**src/motor_pkg.sv**
```systemverilog
`default_nettype none

package motor_pkg;

	// bus word sizes
	localparam int WB_DATA_W = 32;

	// uart character and frame layout, 8N1
	localparam int UART_DATA_W = 8;
	localparam int UART_FRAME_BITS = 10;

	// fixed bit rate in clocks per serial bit
	localparam int TICKS_PER_BAUD = 4;

	// first sample lands in the middle of the start bit
	localparam int UART_MID_TICK = TICKS_PER_BAUD / 2 - 1;

	// counter widths for the serial engines
	localparam int UART_TICK_W = $clog2(TICKS_PER_BAUD);
	localparam int UART_BIT_W = $clog2(UART_FRAME_BITS);

	// pwm period is 2**PWM_CNT_W clocks
	localparam int PWM_CNT_W = 8;

	// duty loaded by the setup master, 48 high clocks per period
	localparam logic [PWM_CNT_W-1:0] PWM_INIT_DUTY = 8'h30;

	// bus master FSM encoding, shared by both masters
	localparam int BUS_ST_W = 2;
	localparam logic [BUS_ST_W-1:0] BUS_IDLE = 2'd0;
	localparam logic [BUS_ST_W-1:0] BUS_REQUEST = 2'd1;
	localparam logic [BUS_ST_W-1:0] BUS_WAIT_ACK = 2'd2;
	localparam logic [BUS_ST_W-1:0] BUS_END = 2'd3;

endpackage

`default_nettype wire

```
**src/uart_rx.sv**
```systemverilog
`timescale 1ns/100ps
`default_nettype none

module uart_rx (
	input  logic                              clock,
	input  logic                              rst_n_i,
	input  logic                              rx_i,
	output logic [motor_pkg::UART_DATA_W-1:0] rx_data_o,
	output logic                              rx_valid_o
);
	import motor_pkg::*;

	logic                   rx_meta;
	logic                   rx_sync;
	logic                   rx_prev;
	logic                   active;
	logic                   sample;
	logic [UART_TICK_W-1:0] tick_cnt;
	logic [UART_BIT_W-1:0]  bit_cnt;
	logic [UART_DATA_W-1:0] shift_q;

	// two flop synchroniser, third flop for edge detect
	always_ff @(posedge clock or negedge rst_n_i) begin
		if (!rst_n_i) begin
			rx_meta <= 1'b1;
			rx_sync <= 1'b1;
			rx_prev <= 1'b1;
		end else begin
			rx_meta <= rx_i;
			rx_sync <= rx_meta;
			rx_prev <= rx_sync;
		end
	end

	assign sample = active && (tick_cnt == '0);

	always_ff @(posedge clock or negedge rst_n_i) begin
		if (!rst_n_i) begin
			active <= 1'b0;
			tick_cnt <= '0;
			bit_cnt <= '0;
			rx_valid_o <= 1'b0;
		end else begin
			rx_valid_o <= 1'b0;
			if (!active) begin
				// falling edge starts a frame
				if (rx_prev && !rx_sync) begin
					active <= 1'b1;
					tick_cnt <= UART_TICK_W'(UART_MID_TICK);
					bit_cnt <= '0;
				end
			end else if (tick_cnt != '0) begin
				tick_cnt <= tick_cnt - UART_TICK_W'(1);
			end else begin
				tick_cnt <= UART_TICK_W'(TICKS_PER_BAUD - 1);
				bit_cnt <= bit_cnt + UART_BIT_W'(1);
				if (bit_cnt == '0 && rx_sync) begin
					// start bit gone high again, just a glitch
					active <= 1'b0;
				end else if (bit_cnt == UART_BIT_W'(UART_FRAME_BITS - 1)) begin
					// low stop bit drops the frame
					active <= 1'b0;
					rx_valid_o <= rx_sync;
				end
			end
		end
	end

	// data bits arrive lsb first
	always_ff @(posedge clock) begin
		if (sample && bit_cnt != '0 && bit_cnt != UART_BIT_W'(UART_FRAME_BITS - 1)) begin
			shift_q <= {rx_sync, shift_q[UART_DATA_W-1:1]};
		end
	end

	assign rx_data_o = shift_q;

endmodule

`default_nettype wire

```
**src/uart_tx.sv**
```systemverilog
`timescale 1ns/100ps
`default_nettype none

module uart_tx (
	input  logic                              clock,
	input  logic                              rst_n_i,
	input  logic [motor_pkg::UART_DATA_W-1:0] tx_data_i,
	input  logic                              tx_start_i,
	output logic                              tx_o,
	output logic                              busy_o
);
	import motor_pkg::*;

	logic [UART_FRAME_BITS-1:0] frame_q;
	logic [UART_TICK_W-1:0]     tick_cnt;
	logic [UART_BIT_W-1:0]      bits_left;

	always_ff @(posedge clock or negedge rst_n_i) begin
		if (!rst_n_i) begin
			// all ones keeps the line idle
			frame_q <= '1;
			tick_cnt <= '0;
			bits_left <= '0;
			busy_o <= 1'b0;
		end else if (!busy_o) begin
			if (tx_start_i) begin
				// stop bit, data lsb first, start bit
				frame_q <= {1'b1, tx_data_i, 1'b0};
				tick_cnt <= UART_TICK_W'(TICKS_PER_BAUD - 1);
				bits_left <= UART_BIT_W'(UART_FRAME_BITS - 1);
				busy_o <= 1'b1;
			end
		end else if (tick_cnt != '0) begin
			tick_cnt <= tick_cnt - UART_TICK_W'(1);
		end else if (bits_left == '0) begin
			// stop bit fully sent, line rests on it
			busy_o <= 1'b0;
		end else begin
			frame_q <= {1'b1, frame_q[UART_FRAME_BITS-1:1]};
			tick_cnt <= UART_TICK_W'(TICKS_PER_BAUD - 1);
			bits_left <= bits_left - UART_BIT_W'(1);
		end
	end

	assign tx_o = frame_q[0];

endmodule

`default_nettype wire

```
**src/wb_uart.sv**
```systemverilog
`timescale 1ns/100ps
`default_nettype none

module wb_uart (
	input  logic                            clock,
	input  logic                            rst_n_i,
	input  logic                            wb_stb_i,
	input  logic                            wb_cyc_i,
	input  logic                            wb_we_i,
	input  logic                            wb_adr_i,
	input  logic [motor_pkg::WB_DATA_W-1:0] wb_dat_i,
	output logic [motor_pkg::WB_DATA_W-1:0] wb_dat_o,
	output logic                            wb_stall_o,
	output logic                            wb_ack_o,
	output logic                            rx_pending_o,
	output logic                            uart_tx_o,
	input  logic                            uart_rx_i
);
	import motor_pkg::*;

	logic [UART_DATA_W-1:0] rx_data;
	logic                   rx_valid;
	logic [UART_DATA_W-1:0] rx_byte;
	logic                   tx_busy;
	logic                   tx_start;
	logic                   accept;
	logic                   reg_hit;
	logic                   rd_accept;

	uart_rx u_rx (
		.clock      (clock),
		.rst_n_i    (rst_n_i),
		.rx_i       (uart_rx_i),
		.rx_data_o  (rx_data),
		.rx_valid_o (rx_valid)
	);

	uart_tx u_tx (
		.clock      (clock),
		.rst_n_i    (rst_n_i),
		.tx_data_i  (wb_dat_i[UART_DATA_W-1:0]),
		.tx_start_i (tx_start),
		.tx_o       (uart_tx_o),
		.busy_o     (tx_busy)
	);

	// single register at address zero
	assign reg_hit = (wb_adr_i == 1'b0);

	// only writes wait for the transmitter
	assign wb_stall_o = wb_we_i && tx_busy;
	assign accept = wb_cyc_i && wb_stb_i && !wb_stall_o;
	assign rd_accept = accept && !wb_we_i;
	assign tx_start = accept && wb_we_i && reg_hit;

	always_ff @(posedge clock or negedge rst_n_i) begin
		if (!rst_n_i) begin
			wb_ack_o <= 1'b0;
			rx_pending_o <= 1'b0;
		end else begin
			wb_ack_o <= accept;
			// a new byte wins over a read in the same cycle
			if (rx_valid) begin
				rx_pending_o <= 1'b1;
			end else if (rd_accept && reg_hit) begin
				rx_pending_o <= 1'b0;
			end
		end
	end

	// unread byte is simply overwritten
	always_ff @(posedge clock) begin
		if (rx_valid) begin
			rx_byte <= rx_data;
		end
		if (rd_accept) begin
			wb_dat_o <= reg_hit ? {{(WB_DATA_W - UART_DATA_W){1'b0}}, rx_byte} : '0;
		end
	end

endmodule

`default_nettype wire

```
**src/wb_pwm.sv**
```systemverilog
`timescale 1ns/100ps
`default_nettype none

module wb_pwm (
	input  logic                            clock,
	input  logic                            rst_n_i,
	input  logic                            wb_stb_i,
	input  logic                            wb_cyc_i,
	input  logic                            wb_we_i,
	input  logic                            wb_adr_i,
	input  logic [motor_pkg::WB_DATA_W-1:0] wb_dat_i,
	output logic [motor_pkg::WB_DATA_W-1:0] wb_dat_o,
	output logic                            wb_stall_o,
	output logic                            wb_ack_o,
	output logic                            pwm_o
);
	import motor_pkg::*;

	logic [PWM_CNT_W-1:0] cnt_q;
	logic [PWM_CNT_W-1:0] duty_pend;
	logic [PWM_CNT_W-1:0] duty_act;
	logic                 accept;
	logic                 reg_hit;
	logic                 wrap;

	// register updates never need to wait
	assign wb_stall_o = 1'b0;
	assign accept = wb_cyc_i && wb_stb_i;
	assign reg_hit = (wb_adr_i == 1'b0);
	assign wrap = (cnt_q == '1);

	always_ff @(posedge clock or negedge rst_n_i) begin
		if (!rst_n_i) begin
			cnt_q <= '0;
			duty_pend <= '0;
			duty_act <= '0;
			wb_ack_o <= 1'b0;
			pwm_o <= 1'b0;
		end else begin
			cnt_q <= cnt_q + PWM_CNT_W'(1);
			wb_ack_o <= accept;
			if (accept && wb_we_i && reg_hit) begin
				duty_pend <= wb_dat_i[PWM_CNT_W-1:0];
			end
			// new duty only at period boundary, no runt pulses
			if (wrap) begin
				duty_act <= duty_pend;
			end
			pwm_o <= (cnt_q < duty_act);
		end
	end

	// read back the pending duty
	always_ff @(posedge clock) begin
		if (accept && !wb_we_i) begin
			wb_dat_o <= reg_hit ? {{(WB_DATA_W - PWM_CNT_W){1'b0}}, duty_pend} : '0;
		end
	end

endmodule

`default_nettype wire

```
**src/motor_ctrl_top.sv**
```systemverilog
`timescale 1ns/100ps
`default_nettype none

module motor_ctrl_top (
	input  logic clock,
	input  logic rst_n_i,
	input  logic uart_rx_i,
	output logic uart_tx_o,
	output logic pwm_motor_o
);
	import motor_pkg::*;

	// echo master
	logic [BUS_ST_W-1:0]  echo_state;
	logic                 echo_write;
	logic [WB_DATA_W-1:0] echo_buf;
	logic                 uart_stb;
	logic                 uart_cyc;
	logic [WB_DATA_W-1:0] uart_rdata;
	logic                 uart_stall;
	logic                 uart_ack;
	logic                 rx_pending;

	// pwm setup master
	logic [BUS_ST_W-1:0]  pwm_state;
	logic                 pwm_stb;
	logic                 pwm_cyc;
	logic                 pwm_stall;
	logic                 pwm_ack;

	// alternate read then write, so every received byte goes back out
	always_ff @(posedge clock or negedge rst_n_i) begin
		if (!rst_n_i) begin
			echo_state <= BUS_IDLE;
			echo_write <= 1'b0;
		end else begin
			case (echo_state)
				BUS_IDLE: begin
					// writes go at once, reads wait for a byte
					if (echo_write || rx_pending) begin
						echo_state <= BUS_REQUEST;
					end
				end
				BUS_REQUEST: begin
					if (!uart_stall) begin
						echo_state <= BUS_WAIT_ACK;
					end
				end
				BUS_WAIT_ACK: begin
					if (uart_ack) begin
						echo_state <= BUS_END;
					end
				end
				BUS_END: begin
					echo_write <= !echo_write;
					echo_state <= BUS_IDLE;
				end
				default: begin
					echo_state <= BUS_IDLE;
				end
			endcase
		end
	end

	// keep the received byte for the write back
	always_ff @(posedge clock) begin
		if (echo_state == BUS_WAIT_ACK && uart_ack && !echo_write) begin
			echo_buf <= uart_rdata;
		end
	end

	assign uart_stb = (echo_state == BUS_REQUEST);
	assign uart_cyc = (echo_state == BUS_REQUEST) || (echo_state == BUS_WAIT_ACK);

	wb_uart u_uart (
		.clock        (clock),
		.rst_n_i      (rst_n_i),
		.wb_stb_i     (uart_stb),
		.wb_cyc_i     (uart_cyc),
		.wb_we_i      (echo_write),
		.wb_adr_i     (1'b0),
		.wb_dat_i     (echo_buf),
		.wb_dat_o     (uart_rdata),
		.wb_stall_o   (uart_stall),
		.wb_ack_o     (uart_ack),
		.rx_pending_o (rx_pending),
		.uart_tx_o    (uart_tx_o),
		.uart_rx_i    (uart_rx_i)
	);

	// one duty write after reset, then park in BUS_END
	always_ff @(posedge clock or negedge rst_n_i) begin
		if (!rst_n_i) begin
			pwm_state <= BUS_IDLE;
		end else begin
			case (pwm_state)
				BUS_IDLE: begin
					pwm_state <= BUS_REQUEST;
				end
				BUS_REQUEST: begin
					if (!pwm_stall) begin
						pwm_state <= BUS_WAIT_ACK;
					end
				end
				BUS_WAIT_ACK: begin
					if (pwm_ack) begin
						pwm_state <= BUS_END;
					end
				end
				default: begin
					pwm_state <= BUS_END;
				end
			endcase
		end
	end

	assign pwm_stb = (pwm_state == BUS_REQUEST);
	assign pwm_cyc = (pwm_state == BUS_REQUEST) || (pwm_state == BUS_WAIT_ACK);

	wb_pwm u_pwm (
		.clock      (clock),
		.rst_n_i    (rst_n_i),
		.wb_stb_i   (pwm_stb),
		.wb_cyc_i   (pwm_cyc),
		.wb_we_i    (1'b1),
		.wb_adr_i   (1'b0),
		.wb_dat_i   ({{(WB_DATA_W - PWM_CNT_W){1'b0}}, PWM_INIT_DUTY}),
		.wb_dat_o   (),
		.wb_stall_o (pwm_stall),
		.wb_ack_o   (pwm_ack),
		.pwm_o      (pwm_motor_o)
	);

endmodule

`default_nettype wire

```
**config.mk**
```make
export PLATFORM = sky130hd
export DESIGN_NAME = motor_ctrl_top
export DESIGN_NICKNAME = d
export VERILOG_FILES = /design/src/motor_pkg.sv /design/src/uart_rx.sv /design/src/uart_tx.sv /design/src/wb_uart.sv /design/src/wb_pwm.sv /design/src/motor_ctrl_top.sv
export SDC_FILE = /design/constraint.sdc
export NUM_CORES = 1
export LEC_CHECK = 0
export ABC_AREA = 0
export ABC_CLOCK_PERIOD_IN_PS = 4800
export BUFFER_PORTS_ARGS = -buffer_cell sky130_fd_sc_hd__buf_4
export CAP_MARGIN = 20
export CORE_ASPECT_RATIO = 1.25
export CORE_MARGIN = 2
export CORE_UTILIZATION = 58
export CTS_CLUSTER_DIAMETER = 50
export DETAILED_ROUTE_END_ITERATION = 8
export PLACE_DENSITY = 0.74
export SYNTH_ARGS = -nofsm -noshare
export SYNTH_HDL_FRONTEND = slang
export SYNTH_SLANG_ARGS = --single-unit
```
**constraint.sdc**
```tcl
create_clock -name clock -period 4.8 [get_ports clock]
set_clock_uncertainty 0.2 [all_clocks]
set_input_delay 0.48 -clock clock [delete_from_list [all_inputs] [get_ports clock]]
set_output_delay 0.48 -clock clock [all_outputs]
set_load 0.02 [all_outputs]
```
==> impl_metrics.tcl, run 1 <==
set metrics [dict create \
    run_status "complete, no violations" \
    async_flop_share_pct 58.97 \
    slew_headroom_pct 32.93 \
    placed_cell_area_mm2 0.003294 \
    insertedDiodeCount 0 \
    clock_insertion_delay_worst_skew_ps 340 \
    post_cts_buffers 0 \
    critical_path_class "reg -> reg" \
    worst_ep_required_time_ps 4580 \
    wire_per_inst_um 14.42 \
    timing.critical_path.arrival_ps 1860 \
    worst-path-buf-inv 1 \
    detailroute.via_count 1744 \
    die_h_um 87.52 \
    ioPinCount 5 \
    via_count_of_the_first_global_routing_pass 1717 \
    netlist_instances 245 \
    rsz_0062_raised_after_global_routing "false" \
    post_synth_main_area_contributors "sky130_fd_sc_hd__edfxtp_1 30%, sky130_fd_sc_hd__dfrtp_1 26%, sky130_fd_sc_hd__dfstp_2 9.7%" \
    design_area_mm2 0.003503 \
    die_x_um 70.82 \
    synth_top_flop_cell "sky130_fd_sc_hd__dfrtp_1" \
    final_cycle_utilization_of_the_critical_path_pct 43.29 \
    floorplan.core_area_mm2 0.005405 \
    initial_antenna_violation_count 0 \
    share_of_final_layout_standard_cells_stronger_than_drive_strength_1_pct 17.83 \
    fmax_mhz 481.3 \
    crit_path_max_incr_delay_ps 620 \
    cts_tree "built" \
    maximum_number_of_pins_on_one_net_before_global_route_repair 47 \
    cp-start-kind "flip-flop" \
    power_density_mw_per_mm2 571.1 \
    detailed_place_hpwl_um 3053 \
    fin_tns_setup_ps 0 \
    floorplan.initialDensity_pct 59.88 \
    final_period_demand_of_the_worst_path_ps 2078 \
    count_of_hold_fix_buffers_inserted_at_cts 1 \
    grt_first_pass_wirelength_um 7852 \
    synth-edff-count 32 \
    worst-slew-pin-transition_ps 1006 \
    floorplan.die_area_mm2 0.006198 \
    cts_repair_resize_count 0 \
    drt_wl_total_um 4644 \
    tritoncts_num_sinks 78 \
    std_cell_rows 30 \
    avgSynthCellArea_um2 13.21 \
    synth.cells.most_frequent "34 x sky130_fd_sc_hd__dfrtp_1, 32 x sky130_fd_sc_hd__edfxtp_1, 23 x sky130_fd_sc_hd__nand2_1, 17 x sky130_fd_sc_hd__inv_1, 14 x sky130_fd_sc_hd__ha_1" \
    hold_path_class "in -> reg" \
    ant_nets 0 \
    slowest_stage "sky130_fd_sc_hd__nor2b_1" \
    yosys.area.top_type "sky130_fd_sc_hd__edfxtp_1" \
    synthesis.yosys.warnings 0 \
    final-setup-viol-count 0 \
    cts.reportedPaths.clkPinSlew_ps 80 \
    grt-ovfl-total 0 \
    design.final.nets 270 \
    power_leakage_uw 0.001431 \
    drt-vias-per-instance 5.416 \
    firstDrtPassIters 4 \
    clock_tree.root_cell "sky130_fd_sc_hd__clkbuf_8" \
    globalplace.congestion 0.7281 \
    numPortBuffers 4 \
    global_route.usage.total_pct 17.01 \
    detailedRoute.firstIterationViolations 72 \
    setup.worst_path.end_class "flip-flop" \
    timing.reg2reg.setup_slack_ps 2720 \
    place_inst 305 \
    synthesis.area_mm2 0.003237 \
    synth_nets 262 \
    yosys.cell_count.top_type "sky130_fd_sc_hd__dfrtp_1" \
    fillers 424 \
    cts_made_buffers 9 \
    layout-area-overhead-vs-synth_pct 8.233 \
    netlist-cell-type-count 50 \
    ys_seq_elements 78 \
    post_layout_nonfiller_instances 322 \
    timing.critical_path.max_delay_family "simple AND/OR/NAND/NOR gates" \
    crit_path_cell_trace "inv_1, ha_1, nor2b_1" \
    vdd_drop_max_uv 273.5 \
    drt_drc_violations_left 0 \
    max_cap_viol_count 0 \
    worstPathMaxFanout 12 \
    clockBufferDepth 2 \
    synth_sequential_area_ratio_pct 65.71 \
    final_hold_viol_count 0 \
    proportion_of_netlist_area_held_by_the_largest_area_contributor_pct 29.69 \
    cts_htree_levels 3 \
    timing_max_transition_violations_final 0 \
    post_route_core_utilization_pct 64.81 \
]
final cells by class:
cell class / instances / area, um2 / share of cell area (%)
Tap cell: 64 / 80.08 / 2.286
Inverter: 17 / 63.81 / 1.821
Multi-Input combinational cell: 142 / 993.5 / 28.36
Clock inverter: 6 / 71.32 / 2.036
Sequential cell: 78 / 2127 / 60.71
Timing Repair Buffer: 5 / 40.04 / 1.143
Clock buffer: 10 / 127.6 / 3.643
metrics by stage:
step | hold WS, ps | total power (uW) | setup WS [ps]
global route | 20.00 | 2138 | 2592
global placement | 149.4 | 1512 | 2799
finish | 44.22 | 2001 | 2722
detailed placement | 153.7 | 1540 | 2740
floorplan | -15.59 | 1429 | 2877
CTS | 22.12 | 2027 | 2720
layer usage:
| layer | global-route usage (%) | vias up | part of all wire (%) |
|---|---|---|---|
| met5 | 0 | - | 0 |
| met4 | 9.262 | 0 | 1.2 |
| met3 | 5.556 | 4 | 2.6 |
| met2 | 28.89 | 13 | 51 |
| met1 | 19.04 | 841 | 45 |
| li1 | - | 886 | - |
registers in the layout, summed over array words and instances, names as in the netlist, 2 cells and up:
register / flops
echo_state: 2
u_uart.u_rx.tick_cnt: 2
u_uart.u_tx.frame_q: 9
u_uart.u_tx.tick_cnt: 2
u_uart.wb_dat_o: 8
u_pwm.cnt_q: 8
u_uart.u_rx.rx_data_o: 8
u_uart.rx_byte: 8
u_uart.u_rx.bit_cnt: 4
echo_buf: 8
u_uart.u_tx.bits_left: 4
pwm_state: 2
worst paths after layout:
kind | endpoint | depth (start not counted) | from
min in group asynchronous | u_pwm.cnt_q[7] | 2 | rst_n_i
hold / removal | u_uart.u_rx.rx_meta | 1 | uart_rx_i
max in group asynchronous | u_uart.u_rx.rx_sync | 2 | rst_n_i
setup reg to reg | u_uart.wb_dat_o[0] | 3 | echo_state[1]
hold reg to reg | u_uart.u_rx.rx_sync | 0 | u_uart.u_rx.rx_meta
setup / recovery | u_uart.wb_dat_o[0] | 3 | echo_state[1]
placed cells by master (no fill, tap or decap), types with 3 or more instances in the layout:
cell / n
sky130_fd_sc_hd__edfxtp_1: 32
sky130_fd_sc_hd__nand3_1: 9
sky130_fd_sc_hd__buf_4: 4
sky130_fd_sc_hd__nor2b_1: 3
sky130_fd_sc_hd__a31oi_1: 6
sky130_fd_sc_hd__xnor2_1: 5
sky130_fd_sc_hd__and3_1: 8
sky130_fd_sc_hd__nand2b_1: 3
sky130_fd_sc_hd__dfstp_2: 12
sky130_fd_sc_hd__a21oi_1: 6
sky130_fd_sc_hd__nor2_1: 8
sky130_fd_sc_hd__or2_2: 3
sky130_fd_sc_hd__a21boi_0: 3
sky130_fd_sc_hd__o21ai_0: 9
sky130_fd_sc_hd__ha_1: 14
sky130_fd_sc_hd__xor2_1: 4
sky130_fd_sc_hd__clkbuf_8: 9
sky130_fd_sc_hd__a211oi_1: 8
sky130_fd_sc_hd__nand2_1: 23
sky130_fd_sc_hd__dfrtp_1: 34
sky130_fd_sc_hd__inv_1: 17
logic make-up (layout without fill, tap and decap cells):
kind of cell / Yosys count / in the layout / synth area share [%]
fa+ha+maj: 14 / 14 / 5.412
xor+xnor: 9 / 9 / 2.435
simple gates: 67 / 67 / 10.78
compound gates: 48 / 48 / 10.63
flops: 78 / 78 / 65.71
mux: 4 / 4 / 1.430
buf+inv: 25 / 38 / 3.595
report_power, final:
part / leakage, uW / total [uW] / internal [uW] / switching, uW
clock network: 0.0000931 / 479 / 244 / 235
logic: 0.000512 / 496 / 217 / 278
registers: 0.000825 / 1030 / 886 / 140
No activity file was read; power rests on OpenSTA's default activity.
==> inputs of run 2 (changes only) <==
- ABC_CLOCK_PERIOD_IN_PS: 4800 -> 1900
- CORE_UTILIZATION: 58 -> 55
- clock period: 4.8 -> 1.9 ns (I/O delays scaled with it)
==> run 2 against run 1 <==
Effect of this change:
- critical path depth grew 3
- die area rose by 5.2%
- via count grew 5.2%
- largest cell class unchanged
- total power grew to 2.7 times the previous value
- critical endpoint is now u_uart.u_tx.tick_cnt[1]
- clock power rose to 3.0 times the previous value
- largest power group unchanged
- critical path type unchanged
==> impl_metrics.tcl, run 2 (synthesized netlist as in run 1, its figures left out) <==
set metrics [dict create \
    fin_tns_setup_ps 0 \
    share_comb_of_total_power_pct 26.3 \
    crit_path_cell_trace "inv_1, ha_1, nand2b_1, nor2_2, a21oi_2, o22a_1" \
    met2_wl_um 2291 \
    insertedDiodeCount 0 \
    run_status "complete, no violations" \
    cts_made_buffers 9 \
    cts_tree "built" \
    max_cap_viol_count 0 \
    cell_internal_pwr_uw 3807 \
    power_frac_clock_pct 26.6 \
    final_cycle_utilization_of_the_critical_path_pct 88.54 \
    layout-area-overhead-vs-synth_pct 12.49 \
    initial_antenna_violation_count 0 \
    timing_max_transition_violations_final 0 \
    grt_first_pass_wirelength_um 8031 \
    clockBufferDepth 2 \
    worst_ep_required_time_ps 1920 \
    detailroute.via_count 1834 \
    worst-slew-pin-transition_ps 558.6 \
    final_hold_viol_count 0 \
    cts.reportedPaths.clkPinSlew_ps 70 \
    final_period_demand_of_the_worst_path_ps 1682 \
    wl_met3_um 150 \
    most-common-layout-cells "34 x sky130_fd_sc_hd__dfrtp_1, 32 x sky130_fd_sc_hd__edfxtp_1, 23 x sky130_fd_sc_hd__nand2_1" \
    top_layer_used "met4" \
    share_of_final_layout_standard_cells_stronger_than_drive_strength_1_pct 20.52 \
    final-setup-viol-count 0 \
    launch_point_of_the_worst_reg_to_reg_path "u_uart.u_tx.tick_cnt[0]" \
    ant_nets 0 \
    die_x_um 72.62 \
    detail_route.wirelength.met1_um 2084 \
    power_leakage_uw 0.001509 \
    cp-start-kind "flip-flop" \
    whs_endpoint "u_uart.u_rx.rx_sync" \
    floorplan.initialDensity_pct 56.39 \
    design.final.nets 280 \
    drt_drc_violations_left 0 \
    post_cts_buffers 0 \
    numPortBuffers 4 \
    hold_path_class "reg -> reg" \
    cts_htree_levels 3 \
    drt-vias-per-instance 5.491 \
    timing.critical_path.arrival_ps 1700 \
    floorplan.core_area_mm2 0.005741 \
    grt-ovfl-total 0 \
    timing.reg2reg.setup_slack_ps 220 \
    share_seq_of_total_power_pct 47.1 \
    power.share.switching_pct 29.83 \
    hold_slack_ps 160.7 \
    global_route.usage.total_pct 15.84 \
    via_count_of_the_first_global_routing_pass 1798 \
    drt_wl_total_um 4588 \
    slowest_stage "sky130_fd_sc_hd__dfrtp_1" \
    min_path_cells 0 \
    setup.worst_path.end_class "flip-flop" \
    worstPathMaxFanout 5 \
    detailed_place_hpwl_um 3103 \
    globalplace.congestion 0.7933 \
    registers.top_by_ff_count "u_uart.u_tx.frame_q" \
    detailedRoute.firstIterationViolations 68 \
    rsz_0062_raised_after_global_routing "false" \
    firstDrtPassIters 4 \
    clock_tree.root_cell "sky130_fd_sc_hd__clkbuf_8" \
    slew_headroom_pct 62.76 \
    ioPinCount 5 \
    std_cell_rows 31 \
    fmax_mhz 594.4 \
    crit_path_max_incr_delay_ps 380 \
    clock_insertion_delay_worst_skew_ps 330 \
    die_h_um 89.77 \
    maximum_number_of_pins_on_one_net_before_global_route_repair 47 \
    rr_endpoint "u_uart.u_tx.tick_cnt[1]" \
    tritoncts_num_sinks 78 \
    worst_r2r_path_depth 6 \
    hp-start "u_uart.u_rx.rx_meta" \
    total_switching_power_uw 1619 \
    wire_per_inst_um 13.74 \
    critical_path_class "reg -> reg" \
    floorplan.die_area_mm2 0.006519 \
    number_of_flip_flops_under_the_largest_register_name 9 \
    layout.cells.most_common "sky130_fd_sc_hd__dfrtp_1" \
    power_density_mw_per_mm2 1490 \
    vdd_drop_max_uv 700.7 \
]
==> run 2: changes by cell type in the layout (fill, tap and decap cells not counted), sizes merged <==
cell,change
clkinv,-1
inv,-1
dlygate4sd3,+1
buf,+9
clkinvlp,-2
clkbuf,+2
bufinv,+2
==> run 2: worst max path at each step <==
stage / from / end / cells past startpoint
after floorplan: echo_state[1] / u_uart.wb_dat_o[0] / 4
after global placement: u_uart.u_tx.tick_cnt[0] / u_uart.u_tx.tick_cnt[1] / 6
after detailed placement: u_uart.u_tx.tick_cnt[0] / u_uart.u_tx.tick_cnt[1] / 6
after CTS: echo_state[1] / u_uart.u_tx.frame_q[2] / 6
after global routing: echo_state[1] / u_uart.u_tx.frame_q[6] / 6
final: u_uart.u_tx.tick_cnt[0] / u_uart.u_tx.tick_cnt[1] / 6
==> run 2: timing repair <==
| item | in CTS | in global routing |
|---|---|---|
| endpoints found under the setup margin | 0 | 1 |
| gates resized for setup | 0 | 1 |
| hold buffers | 2 | 0 |
| endpoints found under the hold margin | 35 | 0 |
==> run 2: final cells by class <==
cell class,instances,area [um2]
Clock inverter,4,93.84
Multi-Input combinational cell,142,998.5
Fill cell,445,2100
Inverter,17,63.81
Clock buffer,12,145.1
Tap cell,66,82.58
Timing Repair Buffer,15,130.1
Sequential cell,78,2127
==> run 2: power by group through the flow <==
| stage | Clock, uW | Combinational, uW | Sequential [uW] |
|---|---|---|---|
| final | 1440 | 1430 | 2560 |
| after global routing | 1530 | 1630 | 2610 |
| after CTS | 1480 | 1440 | 2550 |
| after detailed placement | 0 | 1420 | 2580 |
| after global placement | 0 | 1380 | 2560 |
| after floorplan | 0 | 1160 | 2460 |
==> run 2: metal layers <==
| metal | track usage, % | up-vias |
|---|---|---|
| li1 | - | 907 |
| met1 | 20.34 | 896 |
| met2 | 24.39 | 24 |
| met3 | 4.709 | 7 |
| met4 | 7.562 | 0 |
| met5 | 0 | - |
==> run 2: worst max-delay path, delay by kind of cell, from the launching register on <==
kind,cells,cell delay [ps]
compound gates,2,310
simple gates,2,310
flops,1,380
buf+inv,1,90
fa+ha+maj,1,280
==> run 2: through the flow <==
| step | std cells | total power, uW | util (%) | area (um2) | worst slack (ps) |
|---|---|---|---|---|---|
| detailed placement | 316 | 4001 | 58.87 | 3379 | 226.0 |
| global placement | 316 | 3943 | 58.87 | 3379 | 238.1 |
| floorplan | 245 | 3615 | - | 3239 | 143.3 |
| finish | 334 | 5426 | 63.43 | 3641 | 217.7 |
| global route | 334 | 5774 | 63.43 | 3641 | 47.86 |
| CTS | 334 | 5470 | 63.38 | 3638 | 182.0 |
==> inputs of run 3 (changes only) <==
- CORE_UTILIZATION: 55 -> 58
- PLACE_DENSITY: 0.74 -> 0.77
- SKIP_LAST_GASP: not set -> 1
- SYNTH_HIERARCHICAL: not set -> 1
==> run 3 against run 2 <==
Effect of this change:
- the run now ends with setup timing left
- maximum frequency decreased by 21%
- sequential share of layout area decreased by 6.5 points
- total power increased by 10%
- first-iteration DRC count increased by 56%
- design area increased by 31%
- register-to-register slack got worse by 440 ps
- cell count increased by 30%
- flip-flop and latch count increased by 14
- combinational power increased by 25%
- critical endpoint is now u_uart/u_tx/frame_q[5]
- largest cell class unchanged
==> impl_metrics.tcl, run 3 <==
set metrics [dict create \
    run_status "finished, violations left" \
    violations "setup timing" \
    avgSynthCellArea_um2 14.04 \
    fmax_mhz 471.8 \
    floorplan.core_area_mm2 0.006849 \
    vdd_drop_max_uv 772.6 \
    cts_htree_levels 3 \
    drt_drc_violations_left 0 \
    placed_cell_area_mm2 0.004384 \
    number_of_flip_flops_under_the_largest_register_name 9 \
    post_layout_nonfiller_instances 435 \
    registers.top_by_ff_count "u_uart/u_tx/frame_q" \
    wl_met3_um 116 \
    final_hold_viol_count 0 \
    layout.cells.most_common "sky130_fd_sc_hd__dfrtp_1" \
    maximum_number_of_pins_on_one_net_before_global_route_repair 32 \
    timing.critical_path.max_delay_family "simple AND/OR/NAND/NOR gates" \
    globalplace.congestion 0.7870 \
    place_inst 413 \
    slowest_stage "sky130_fd_sc_hd__dfrtp_1" \
    final-setup-viol-count 12 \
    firstDrtPassIters 4 \
    final_period_demand_of_the_worst_path_ps 2120 \
    detailed_place_hpwl_um 3932 \
    numPortBuffers 4 \
    cp-start-kind "flip-flop" \
    tritoncts_num_sinks 92 \
    final_cycle_utilization_of_the_critical_path_pct 111.6 \
    synthesis.yosys.warnings 6 \
    std_cell_rows 34 \
    power_leakage_uw 0.002152 \
    met2_wl_um 2922 \
    layout-area-overhead-vs-synth_pct 17.52 \
    grt_first_pass_wirelength_um 10420 \
    rsz_0062_raised_after_global_routing "true" \
    clockBufferDepth 2 \
    synthesis.area_mm2 0.004056 \
    timing.final.ws_setup_ps -219.6 \
    drt-vias-per-instance 5.028 \
    detail_route.wirelength.met1_um 2676 \
    design_area_mm2 0.004767 \
    grt-ovfl-total 0 \
    cts.reportedPaths.clkPinSlew_ps 100 \
    ant_nets 0 \
    wire_per_inst_um 13.39 \
    global_route.usage.total_pct 17.46 \
    clock_tree.root_cell "sky130_fd_sc_hd__clkbuf_8" \
    worst-path-buf-inv 1 \
    cts_tree "built" \
    via_count_of_the_first_global_routing_pass 2279 \
    worst_ep_required_time_ps 1990 \
    hold_path_class "in -> async" \
    cts_made_buffers 9 \
    max_cap_viol_count 0 \
    floorplan.die_area_mm2 0.007683 \
    worstPathMaxFanout 8 \
    crit_path_cell_trace "inv_2, ha_4, nand2_4, nor4b_4, or2b_4, o21ai_4, mux2_4" \
    clock_insertion_delay_worst_skew_ps 350 \
    power_density_mw_per_mm2 1252 \
    timing.critical_path.arrival_ps 2210 \
    top_layer_used "met4" \
    insertedDiodeCount 0 \
    crit_path_max_incr_delay_ps 400 \
    die_x_um 78.80 \
    die_h_um 97.50 \
    share_of_final_layout_standard_cells_stronger_than_drive_strength_1_pct 32.46 \
    ioPinCount 5 \
    design.final.nets 366 \
    fin_tns_setup_ps -2047 \
    floorplan.initialDensity_pct 59.23 \
    setup.worst_path.end_class "flip-flop" \
    netlist_instances 289 \
    drt_wl_total_um 5824 \
    detailroute.via_count 2187 \
    initial_antenna_violation_count 0 \
    post_route_core_utilization_pct 69.60 \
    critical_path_class "reg -> reg" \
    detailedRoute.firstIterationViolations 106 \
    timing_max_transition_violations_final 0 \
    most-common-layout-cells "48 x sky130_fd_sc_hd__dfrtp_1, 32 x sky130_fd_sc_hd__edfxtp_1, 22 x sky130_fd_sc_hd__inv_1" \
]
[run 3: report_power, final]
part / total (uW) / leakage, uW / internal [uW] / switching [uW]
clock network: 1370 / 0.000111 / 649 / 721
logic: 1790 / 0.00101 / 940 / 852
registers: 2810 / 0.00103 / 2550 / 261
[run 3: layer usage]
layer | vias up | global-route usage (%)
met5 | - | 0
met4 | 0 | 7.557
met3 | 11 | 3.717
met2 | 19 | 27.48
met1 | 1066 | 23.45
li1 | 1091 | -
[run 3: cell type report]
type                    instances  area, um2
clock buffers                   9      123.9
clock inverters                 7      92.59
fillers                       450       2082
inverters                      23      86.33
multi-input cells             189       1662
flip-flops and latches         92       2477
well taps                      90      112.6
repair buffers                 25      212.7
[run 3: metrics by stage]
step / setup slack [ps] / total power (uW) / hold WS, ps
floorplan: 77.59 / 3820 / -305.6
global placement: -207.3 / 4246 / -47.86
detailed placement: -319.5 / 4342 / -43.66
CTS: -183.4 / 5912 / 108.7
global route: -295.9 / 6356 / 125.9
finish: -219.6 / 5968 / 106.6
[run 3: timing repair]
action	4_1_cts	5_1_grt
endpoints found under the setup margin	13	22
endpoints found under the hold margin	61	0
setup buffers	2	4
cloned	0	0
hold buffers	2	0
gates resized for setup	14	13
pin swaps	3	1
[run 3: final timing paths]
path	start	end	slack, ps	cells past startpoint
hold reg to reg	u_uart/u_rx/rx_meta	u_uart/u_rx/rx_sync	170	0
hold / removal	rst_n_i	u_uart/u_tx/bits_left[1]	110	2
setup reg to reg	echo_state[1]	u_uart/u_tx/frame_q[5]	-220	7
min in group clock	u_uart/u_rx/rx_meta	u_uart/u_rx/rx_sync	170	0
max in group asynchronous	rst_n_i	u_pwm/duty_pend[7]	890	3
setup / recovery	echo_state[1]	u_uart/u_tx/frame_q[5]	-220	7
